$ cat src/include/vpu_defines.svh
`ifndef VPU_DEFINES_SVH
`define VPU_DEFINES_SVH

// element width in bits
`define VPU_ELEM_W   16

// elements per vector register
`define VPU_ELEMS    8

// lanes handled in one execution pass
`define VPU_LANES    4

// vector registers in the register file
`define VPU_REGS     8

// index widths
`define VPU_REG_AW   3
`define VPU_ELEM_AW  3

`endif

$ cat src/verilog/vpu_pkg.sv
`default_nettype none

`include "vpu_defines.svh"

package vpu_pkg;

    typedef logic [`VPU_ELEM_W-1:0]                elem_t;
    typedef logic [`VPU_LANES*`VPU_ELEM_W-1:0]     half_t;
    typedef logic [`VPU_REG_AW-1:0]                reg_idx_t;
    typedef logic [`VPU_ELEM_AW-1:0]               elem_idx_t;
    // register index in the upper bits, element index below
    typedef logic [`VPU_REG_AW+`VPU_ELEM_AW-1:0]   host_addr_t;

    typedef logic [1:0]                            op_t;

    localparam op_t OP_ADD = 2'd0;
    localparam op_t OP_SUB = 2'd1;
    localparam op_t OP_MAX = 2'd2;
    // reduction, result lands in element 0 only
    localparam op_t OP_DOT = 2'd3;

    typedef enum logic [2:0] {
        S_IDLE,
        S_GETOP,
        S_EXEC_1,
        S_EXEC_2,
        S_WB
    } ctrl_state_t;

endpackage

`default_nettype wire

$ cat src/verilog/vpu_vrf.sv
`default_nettype none

`include "vpu_defines.svh"

module vpu_vrf (
    input  wire                        clk,
    input  wire                        rst_n,
    input  wire vpu_pkg::host_addr_t   rd0_addr_i,
    output vpu_pkg::elem_t             rd0_data_o,
    input  wire vpu_pkg::host_addr_t   rd1_addr_i,
    output vpu_pkg::elem_t             rd1_data_o,
    input  wire vpu_pkg::host_addr_t   host_addr_i,
    output vpu_pkg::elem_t             host_rdata_o,
    input  wire                        we_i,
    input  wire vpu_pkg::host_addr_t   waddr_i,
    input  wire vpu_pkg::elem_t        wdata_i
);

    localparam int DEPTH = `VPU_REGS * `VPU_ELEMS;

    vpu_pkg::elem_t mem [DEPTH];

    always_ff @(posedge clk) begin
        if (!rst_n) begin
            for (int i = 0; i < DEPTH; i++) begin
                mem[i] <= '0;
            end
        end else if (we_i) begin
            mem[waddr_i] <= wdata_i;
        end
    end

    // two fetch ports and the host port, all asynchronous
    assign rd0_data_o   = mem[rd0_addr_i];
    assign rd1_data_o   = mem[rd1_addr_i];
    assign host_rdata_o = mem[host_addr_i];

endmodule

`default_nettype wire

$ cat src/verilog/vpu_operand_fetch.sv
`default_nettype none

`include "vpu_defines.svh"

module vpu_operand_fetch (
    input  wire                        clk,
    input  wire                        rst_n,
    input  wire                        start_i,
    input  wire vpu_pkg::reg_idx_t     src_i,
    input  wire                        pop_i,
    input  wire vpu_pkg::elem_t        rd_data_i,
    output vpu_pkg::host_addr_t        rd_addr_o,
    output logic                       done_o,
    output vpu_pkg::half_t             half_o
);

    vpu_pkg::elem_t     queue_q [`VPU_ELEMS];
    vpu_pkg::reg_idx_t  src_q;
    vpu_pkg::elem_idx_t wr_ptr;
    logic               busy;
    logic               done_q;
    // selects which half is at the head of the queue
    logic               rd_half;

    always_ff @(posedge clk) begin
        if (!rst_n) begin
            busy    <= 1'b0;
            done_q  <= 1'b0;
            wr_ptr  <= '0;
            rd_half <= 1'b0;
        end else if (start_i) begin
            busy    <= 1'b1;
            done_q  <= 1'b0;
            wr_ptr  <= '0;
            rd_half <= 1'b0;
        end else begin
            if (busy) begin
                wr_ptr <= wr_ptr + 1'b1;
                if (wr_ptr == vpu_pkg::elem_idx_t'(`VPU_ELEMS - 1)) begin
                    busy   <= 1'b0;
                    done_q <= 1'b1;
                end
            end
            if (pop_i) begin
                rd_half <= ~rd_half;
            end
        end
    end

    always_ff @(posedge clk) begin
        if (start_i) begin
            src_q <= src_i;
        end
        if (busy) begin
            queue_q[wr_ptr] <= rd_data_i;
        end
    end

    assign rd_addr_o = {src_q, wr_ptr};
    assign done_o    = done_q;

    always_comb begin
        for (int i = 0; i < `VPU_LANES; i++) begin
            half_o[i*`VPU_ELEM_W +: `VPU_ELEM_W] = queue_q[int'(rd_half) * `VPU_LANES + i];
        end
    end

endmodule

`default_nettype wire

$ cat src/verilog/vpu_exec.sv
`default_nettype none

`include "vpu_defines.svh"

module vpu_exec (
    input  wire                        clk,
    input  wire                        rst_n,
    input  wire                        start_i,
    input  wire vpu_pkg::op_t          op_i,
    input  wire vpu_pkg::half_t        a_i,
    input  wire vpu_pkg::half_t        b_i,
    output logic                       done_o,
    output vpu_pkg::half_t             result_o,
    output vpu_pkg::elem_t             acc_o
);

    vpu_pkg::half_t lane_res;
    vpu_pkg::elem_t prod_sum;
    vpu_pkg::half_t result_q;
    vpu_pkg::elem_t acc_q;
    logic           done_q;
    // low while the next start is pass 1
    logic           pass_q;

    always_comb begin
        vpu_pkg::elem_t a_e;
        vpu_pkg::elem_t b_e;
        vpu_pkg::elem_t prod;
        lane_res = '0;
        prod_sum = '0;
        for (int i = 0; i < `VPU_LANES; i++) begin
            a_e = a_i[i*`VPU_ELEM_W +: `VPU_ELEM_W];
            b_e = b_i[i*`VPU_ELEM_W +: `VPU_ELEM_W];
            // low half of the product is the same signed or unsigned
            prod     = a_e * b_e;
            prod_sum = prod_sum + prod;
            case (op_i)
                vpu_pkg::OP_ADD: lane_res[i*`VPU_ELEM_W +: `VPU_ELEM_W] = a_e + b_e;
                vpu_pkg::OP_SUB: lane_res[i*`VPU_ELEM_W +: `VPU_ELEM_W] = a_e - b_e;
                vpu_pkg::OP_MAX: begin
                    lane_res[i*`VPU_ELEM_W +: `VPU_ELEM_W] =
                        ($signed(a_e) > $signed(b_e)) ? a_e : b_e;
                end
                default: lane_res[i*`VPU_ELEM_W +: `VPU_ELEM_W] = prod;
            endcase
        end
    end

    always_ff @(posedge clk) begin
        if (!rst_n) begin
            done_q <= 1'b0;
            pass_q <= 1'b0;
        end else begin
            done_q <= start_i;
            if (start_i) begin
                pass_q <= ~pass_q;
            end
        end
    end

    always_ff @(posedge clk) begin
        if (start_i) begin
            result_q <= lane_res;
            acc_q    <= (pass_q ? acc_q : '0) + prod_sum;
        end
    end

    assign done_o   = done_q;
    assign result_o = result_q;
    assign acc_o    = acc_q;

endmodule

`default_nettype wire

$ cat src/verilog/vpu_writeback.sv
`default_nettype none

`include "vpu_defines.svh"

module vpu_writeback (
    input  wire                        clk,
    input  wire                        rst_n,
    input  wire                        capture_i,
    input  wire                        start_i,
    input  wire vpu_pkg::op_t          op_i,
    input  wire vpu_pkg::reg_idx_t     vd_i,
    input  wire vpu_pkg::half_t        result_i,
    input  wire vpu_pkg::elem_t        acc_i,
    output logic                       we_o,
    output vpu_pkg::host_addr_t        waddr_o,
    output vpu_pkg::elem_t             wdata_o,
    output logic                       done_o
);

    vpu_pkg::elem_t     buf_q [`VPU_ELEMS];
    vpu_pkg::elem_idx_t idx;
    logic               active;
    logic               cap_half;
    logic               is_dot;
    logic               last;

    assign is_dot = (op_i == vpu_pkg::OP_DOT);
    // dot writes a single element
    assign last   = active && (is_dot || idx == vpu_pkg::elem_idx_t'(`VPU_ELEMS - 1));

    always_ff @(posedge clk) begin
        if (!rst_n) begin
            active   <= 1'b0;
            idx      <= '0;
            cap_half <= 1'b0;
        end else begin
            if (capture_i && !is_dot) begin
                cap_half <= ~cap_half;
            end
            if (start_i) begin
                active <= 1'b1;
                idx    <= '0;
            end else if (active) begin
                idx <= idx + 1'b1;
                if (last) begin
                    active <= 1'b0;
                end
            end
        end
    end

    always_ff @(posedge clk) begin
        if (capture_i) begin
            if (is_dot) begin
                buf_q[0] <= acc_i;
            end else begin
                for (int i = 0; i < `VPU_LANES; i++) begin
                    buf_q[int'(cap_half) * `VPU_LANES + i] <=
                        result_i[i*`VPU_ELEM_W +: `VPU_ELEM_W];
                end
            end
        end
    end

    assign we_o    = active;
    assign waddr_o = {vd_i, idx};
    assign wdata_o = buf_q[idx];
    assign done_o  = last;

endmodule

`default_nettype wire

$ cat src/verilog/vpu_controller.sv
`default_nettype none

module vpu_controller (
    input  wire                        clk,
    input  wire                        rst_n,
    input  wire                        req_valid_i,
    input  wire vpu_pkg::op_t          req_op_i,
    input  wire vpu_pkg::reg_idx_t     req_vd_i,
    input  wire vpu_pkg::reg_idx_t     req_vs1_i,
    input  wire vpu_pkg::reg_idx_t     req_vs2_i,
    input  wire                        fetch_done_a_i,
    input  wire                        fetch_done_b_i,
    input  wire                        exec_done_i,
    input  wire                        wb_done_i,
    output logic                       req_ready_o,
    output vpu_pkg::op_t               op_o,
    output vpu_pkg::reg_idx_t          vd_o,
    output vpu_pkg::reg_idx_t          vs1_o,
    output vpu_pkg::reg_idx_t          vs2_o,
    output logic                       fetch_start_o,
    output logic                       queue_pop_o,
    output logic                       exec_start_o,
    output logic                       wb_capture_o,
    output logic                       wb_start_o,
    output logic                       done_o
);

    vpu_pkg::ctrl_state_t state, state_n;

    vpu_pkg::op_t         op_q;
    vpu_pkg::reg_idx_t    vd_q;
    logic                 accept;

    assign accept = req_valid_i && (state == vpu_pkg::S_IDLE);

    always_ff @(posedge clk) begin
        if (!rst_n) begin
            state <= vpu_pkg::S_IDLE;
        end else begin
            state <= state_n;
        end
    end

    always_ff @(posedge clk) begin
        if (accept) begin
            op_q  <= req_op_i;
            vd_q  <= req_vd_i;
        end
    end

    always_comb begin
        state_n       = state;
        req_ready_o   = 1'b0;
        fetch_start_o = 1'b0;
        queue_pop_o   = 1'b0;
        exec_start_o  = 1'b0;
        wb_capture_o  = 1'b0;
        wb_start_o    = 1'b0;
        done_o        = 1'b0;

        case (state)
            vpu_pkg::S_IDLE: begin
                req_ready_o = 1'b1;
                if (accept) begin
                    fetch_start_o = 1'b1;
                    state_n       = vpu_pkg::S_GETOP;
                end
            end
            vpu_pkg::S_GETOP: begin
                if (fetch_done_a_i && fetch_done_b_i) begin
                    exec_start_o = 1'b1;
                    queue_pop_o  = 1'b1;
                    state_n      = vpu_pkg::S_EXEC_1;
                end
            end
            vpu_pkg::S_EXEC_1: begin
                if (exec_done_i) begin
                    // first half is ready in the exec result register
                    wb_capture_o = (op_q != vpu_pkg::OP_DOT);
                    exec_start_o = 1'b1;
                    queue_pop_o  = 1'b1;
                    state_n      = vpu_pkg::S_EXEC_2;
                end
            end
            vpu_pkg::S_EXEC_2: begin
                if (exec_done_i) begin
                    wb_capture_o = 1'b1;
                    wb_start_o   = 1'b1;
                    state_n      = vpu_pkg::S_WB;
                end
            end
            vpu_pkg::S_WB: begin
                if (wb_done_i) begin
                    done_o  = 1'b1;
                    state_n = vpu_pkg::S_IDLE;
                end
            end
            default: state_n = vpu_pkg::S_IDLE;
        endcase
    end

    assign op_o  = op_q;
    assign vd_o  = vd_q;
    // the fetch units latch the source indices themselves in the accept cycle
    assign vs1_o = req_vs1_i;
    assign vs2_o = req_vs2_i;

endmodule

`default_nettype wire

$ cat src/verilog/vpu_top.sv
`default_nettype none

module vpu_top (
    input  wire                        clk,
    input  wire                        rst_n,
    input  wire                        req_valid_i,
    input  wire vpu_pkg::op_t          req_op_i,
    input  wire vpu_pkg::reg_idx_t     req_vd_i,
    input  wire vpu_pkg::reg_idx_t     req_vs1_i,
    input  wire vpu_pkg::reg_idx_t     req_vs2_i,
    input  wire                        host_we_i,
    input  wire vpu_pkg::host_addr_t   host_addr_i,
    input  wire vpu_pkg::elem_t        host_wdata_i,
    output logic                       req_ready_o,
    output logic                       done_o,
    output vpu_pkg::elem_t             host_rdata_o
);

    vpu_pkg::op_t        op;
    vpu_pkg::reg_idx_t   vd;
    vpu_pkg::reg_idx_t   vs1;
    vpu_pkg::reg_idx_t   vs2;
    logic                fetch_start;
    logic                fetch_done_a;
    logic                fetch_done_b;
    logic                queue_pop;
    logic                exec_start;
    logic                exec_done;
    logic                wb_capture;
    logic                wb_start;
    logic                wb_done;

    vpu_pkg::host_addr_t rd0_addr;
    vpu_pkg::host_addr_t rd1_addr;
    vpu_pkg::elem_t      rd0_data;
    vpu_pkg::elem_t      rd1_data;
    vpu_pkg::half_t      half_a;
    vpu_pkg::half_t      half_b;
    vpu_pkg::half_t      exec_result;
    vpu_pkg::elem_t      exec_acc;

    logic                wb_we;
    vpu_pkg::host_addr_t wb_waddr;
    vpu_pkg::elem_t      wb_wdata;
    logic                vrf_we;
    vpu_pkg::host_addr_t vrf_waddr;
    vpu_pkg::elem_t      vrf_wdata;

    vpu_controller u_controller (
        .clk            (clk),
        .rst_n          (rst_n),
        .req_valid_i    (req_valid_i),
        .req_op_i       (req_op_i),
        .req_vd_i       (req_vd_i),
        .req_vs1_i      (req_vs1_i),
        .req_vs2_i      (req_vs2_i),
        .fetch_done_a_i (fetch_done_a),
        .fetch_done_b_i (fetch_done_b),
        .exec_done_i    (exec_done),
        .wb_done_i      (wb_done),
        .req_ready_o    (req_ready_o),
        .op_o           (op),
        .vd_o           (vd),
        .vs1_o          (vs1),
        .vs2_o          (vs2),
        .fetch_start_o  (fetch_start),
        .queue_pop_o    (queue_pop),
        .exec_start_o   (exec_start),
        .wb_capture_o   (wb_capture),
        .wb_start_o     (wb_start),
        .done_o         (done_o)
    );

    vpu_operand_fetch u_fetch_vs1 (
        .clk       (clk),
        .rst_n     (rst_n),
        .start_i   (fetch_start),
        .src_i     (vs1),
        .pop_i     (queue_pop),
        .rd_data_i (rd0_data),
        .rd_addr_o (rd0_addr),
        .done_o    (fetch_done_a),
        .half_o    (half_a)
    );

    vpu_operand_fetch u_fetch_vs2 (
        .clk       (clk),
        .rst_n     (rst_n),
        .start_i   (fetch_start),
        .src_i     (vs2),
        .pop_i     (queue_pop),
        .rd_data_i (rd1_data),
        .rd_addr_o (rd1_addr),
        .done_o    (fetch_done_b),
        .half_o    (half_b)
    );

    vpu_exec u_exec (
        .clk      (clk),
        .rst_n    (rst_n),
        .start_i  (exec_start),
        .op_i     (op),
        .a_i      (half_a),
        .b_i      (half_b),
        .done_o   (exec_done),
        .result_o (exec_result),
        .acc_o    (exec_acc)
    );

    vpu_writeback u_writeback (
        .clk       (clk),
        .rst_n     (rst_n),
        .capture_i (wb_capture),
        .start_i   (wb_start),
        .op_i      (op),
        .vd_i      (vd),
        .result_i  (exec_result),
        .acc_i     (exec_acc),
        .we_o      (wb_we),
        .waddr_o   (wb_waddr),
        .wdata_o   (wb_wdata),
        .done_o    (wb_done)
    );

    // host owns the write port only while idle
    assign vrf_we    = req_ready_o ? host_we_i    : wb_we;
    assign vrf_waddr = req_ready_o ? host_addr_i  : wb_waddr;
    assign vrf_wdata = req_ready_o ? host_wdata_i : wb_wdata;

    vpu_vrf u_vrf (
        .clk          (clk),
        .rst_n        (rst_n),
        .rd0_addr_i   (rd0_addr),
        .rd0_data_o   (rd0_data),
        .rd1_addr_i   (rd1_addr),
        .rd1_data_o   (rd1_data),
        .host_addr_i  (host_addr_i),
        .host_rdata_o (host_rdata_o),
        .we_i         (vrf_we),
        .waddr_i      (vrf_waddr),
        .wdata_i      (vrf_wdata)
    );

endmodule

`default_nettype wire

$ cat config.mk
export PLATFORM = sky130hd
export DESIGN_NAME = vpu_top
export DESIGN_NICKNAME = d
export VERILOG_FILES = /design/src/verilog/vpu_pkg.sv /design/src/verilog/vpu_vrf.sv /design/src/verilog/vpu_operand_fetch.sv /design/src/verilog/vpu_exec.sv /design/src/verilog/vpu_writeback.sv /design/src/verilog/vpu_controller.sv /design/src/verilog/vpu_top.sv
export VERILOG_INCLUDE_DIRS = /design/src /design/src/include
export SDC_FILE = /design/constraint.sdc
export NUM_CORES = 2
export LEC_CHECK = 0
export ABC_AREA = 1
export CORE_ASPECT_RATIO = 1.5
export CORE_MARGIN = 4
export CORE_UTILIZATION = 50
export DETAILED_ROUTE_END_ITERATION = 6
export DONT_BUFFER_PORTS = 1
export PLACE_DENSITY_LB_ADDON = 0.2
export SLEW_MARGIN = 10
export SYNTH_ARGS = -nofsm -noshare
export SYNTH_HDL_FRONTEND = slang
export SYNTH_SLANG_ARGS = --single-unit
$ cat constraint.sdc
create_clock -name clk -period 9.3 [get_ports clk]
set_clock_uncertainty 0.2 [all_clocks]
set_input_delay 0.465 -clock clk [delete_from_list [all_inputs] [get_ports clk]]
set_output_delay 0.465 -clock clk [all_outputs]
set_load 0.005 [all_outputs]
==> impl_metrics.tcl <==
set metrics [dict create \
    crit_top_cell "o21ai_0" \
    wl_met1_um 154000 \
    area_growth_pct 7.61 \
    drc 3 \
    hold_viol_final 0 \
    r2r_start "u_fetch_vs1.rd_half" \
    period_minus_slack_ps 8950 \
    ctsHtreeMaxLevel 4 \
    critPathRequiredTime_ps 8640 \
    cp.arrival_ps 8280 \
    violations "DRC, capacitance limit, slew limit" \
    critPathMaxStageDelay_ps 2510 \
    vias 102000 \
    min_period_over_period_pct 96.2 \
    crit_start "host_addr_i[0]" \
    final_cell_mix "o21ai_0 (2130), nor2_1 (1875), inv_1 (1517)" \
    rows 207 \
    synth_edf_count 1499 \
    antenna_found_initial 39 \
    synth_flop_cell "edfxtp_1" \
    yosys.area.top_type "edfxtp_1" \
    design_area_sq_um 115000 \
    met3WireLength_um 51400 \
    crit_path_start_kind "primary input" \
    cp_cell_sequence "inv_8 -> buf_4 -> nor2_1 -> o21ai_0 -> o21ai_0 -> o221ai_1 -> o211ai_1 -> nand2_1" \
    post-route-util_pct 54.2 \
    dp_hpwl_um 346000 \
    synth_area_leaders "edfxtp_1 (42%), o21ai_0 (10%), a21oi_1 (7.1%), fa_1 (7.0%), nor2_1 (6.6%)" \
    slew_violations 658 \
    cap_violations 2 \
    critical_path.max_fanout 765 \
    tightest_slew_ps 4570 \
    min_from "req_vs1_i[0]" \
    hp-class "primary input to flop" \
    cts_buffers 165 \
    clk_latency_ps 900 \
    avgRoutedWirePerCell_um 33.0 \
    critical_path_buf_inv_count 2 \
    critical-path-top-delay-family "buffers and inverters" \
    ioPinCount 55 \
    yosys.area.top_type_share_pct 42.1 \
    grt_overflow 0 \
    cts_tree "built" \
    wirelength_um 514000 \
    viasPerCell 6.54 \
    drtPass1Iterations 7 \
    r2r_slack_ps 440 \
    max_freq_ghz 0.112 \
    syn_nets 13800 \
    setup_viol 0 \
    syn_area_sq_um 107000 \
    seq_area_frac_synth_pct 42.6 \
    die_y_um 574 \
    die_w_um 386 \
    met2_wirelength_um 232000 \
    slowest_stage "inv_8" \
    fin_nets 13400 \
    grt_pass1_wl_um 717000 \
    placeableCoreArea_sq_um 212000 \
    avgSynthCellArea_sq_um 8.19 \
    ys_warn_count 0 \
    final_common_cell "o21ai_0" \
    async_reset_ff_share_pct 0 \
    grt_max_degree 766 \
    crit_type "primary input to primary output" \
    end_kind "primary output" \
    top_layer "met5" \
    worst_slew_margin_rel_pct -204 \
    cts.sinks 1526 \
    place_area_sq_um 109000 \
    layout-drive-gt1-share_pct 6.34 \
    ys_types 55 \
    grt_pass1_vias 97700 \
    synth_cells 13100 \
    postRouteAntennaNets 0 \
    clkTransAtPathRegs_ps 60 \
    drtIter0Drc 14900 \
    die-area_sq_um 221000 \
    initial_core_util_pct 50.3 \
    root_buffer "clkbuf_16" \
    clockBufferDepth 4 \
    synth_seq_cells 1526 \
    gp_congestion 1.07 \
    port_buffers 0 \
    grt_use_total_pct 45.6 \
    status "finished, violations left" \
]
-- metrics by stage --
step	TNS, ps	hold WS (ps)	cells	setup WS (ps)
floorplan	0	221	13100	866
global placement	0	221	15300	341
detailed placement	0	230	15300	295
CTS	0	8.62	15600	280
global route	-4.34	37.4	15600	-4.34
finish	0	24.1	15600	353
-- area by class of cell --
type	count	area, sq um
diodes	30	75.1
clock buffers	184	4240
clock inverters	101	1150
fillers	19700	97300
inverters	1577	5960
multi-input cells	9039	51900
flip-flops and latches	1526	45600
well taps	2821	3530
repair buffers	309	2590
-- per-layer routing --
metal  global-route usage (%)  up-vias
li1                         -    43600
met1                     46.6    48300
met2                     71.8     7509
met3                     10.5     2594
met4                     51.9        8
met5                    0.305        -
-- final timing paths --
| check | end | cells past startpoint |
|---|---|---|
| setup / recovery | host_rdata_o[2] | 8 |
| hold / removal | u_fetch_vs1.src_q[0] | 1 |
| setup reg to reg | u_exec.acc_o[15] | 34 |
| hold reg to reg | u_writeback.buf_q[1][6] | 0 |
-- synthesized netlist by cell type, types with 104 or more instances --
cell type / number
a21oi_1: 1511
clkbuf_1: 708
edfxtp_1: 1499
fa_1: 372
ha_1: 342
inv_1: 1524
nand2_1: 1393
nand3_1: 271
nand4_1: 302
nor2_1: 1880
o211ai_1: 123
o21ai_0: 2134
o22ai_1: 104
-- sequential cells by signal, summed over array words and instances, names as in the netlist, 2 cells and up, named ones only --
| register | count |
|---|---|
| u_exec.acc_o | 16 |
| u_writeback.buf_q | 128 |
| u_fetch_vs2.wr_ptr | 3 |
| u_fetch_vs1.src_q | 3 |
| u_controller.op_o | 2 |
| u_writeback.idx | 3 |
| u_vrf.mem | 1024 |
| u_exec.result_o | 64 |
| u_fetch_vs2.src_q | 3 |
| u_controller.state | 3 |
| u_fetch_vs1.wr_ptr | 3 |
| u_controller.vd_o | 3 |
| u_fetch_vs2.queue_q | 128 |
| u_fetch_vs1.queue_q | 128 |
-- what timing repair did --
item,in CTS,in global routing
buffers inserted,0,2
gates resized for setup,0,7
hold buffers,15,0
hold endpoints to repair,27,0
endpoints found under the setup margin,0,1
-- cell families (layout without fill, tap and decap cells) --
family | after synthesis | count (layout) | synth area share, %
compound gates | 4120 | 4120 | 20.4
xor+xnor | 81 | 81 | 0.664
fa+ha+maj | 714 | 714 | 11.0
buf+inv | 2486 | 2171 | 8.96
flops | 1526 | 1526 | 42.6
mux | 62 | 62 | 0.616
other cells | 0 | 30 | 0
simple gates | 4062 | 4062 | 15.8
Power is left out: the tool's default activity adds up to more than one toggle a clock period on the data nets, which glitch-free logic cannot reach.
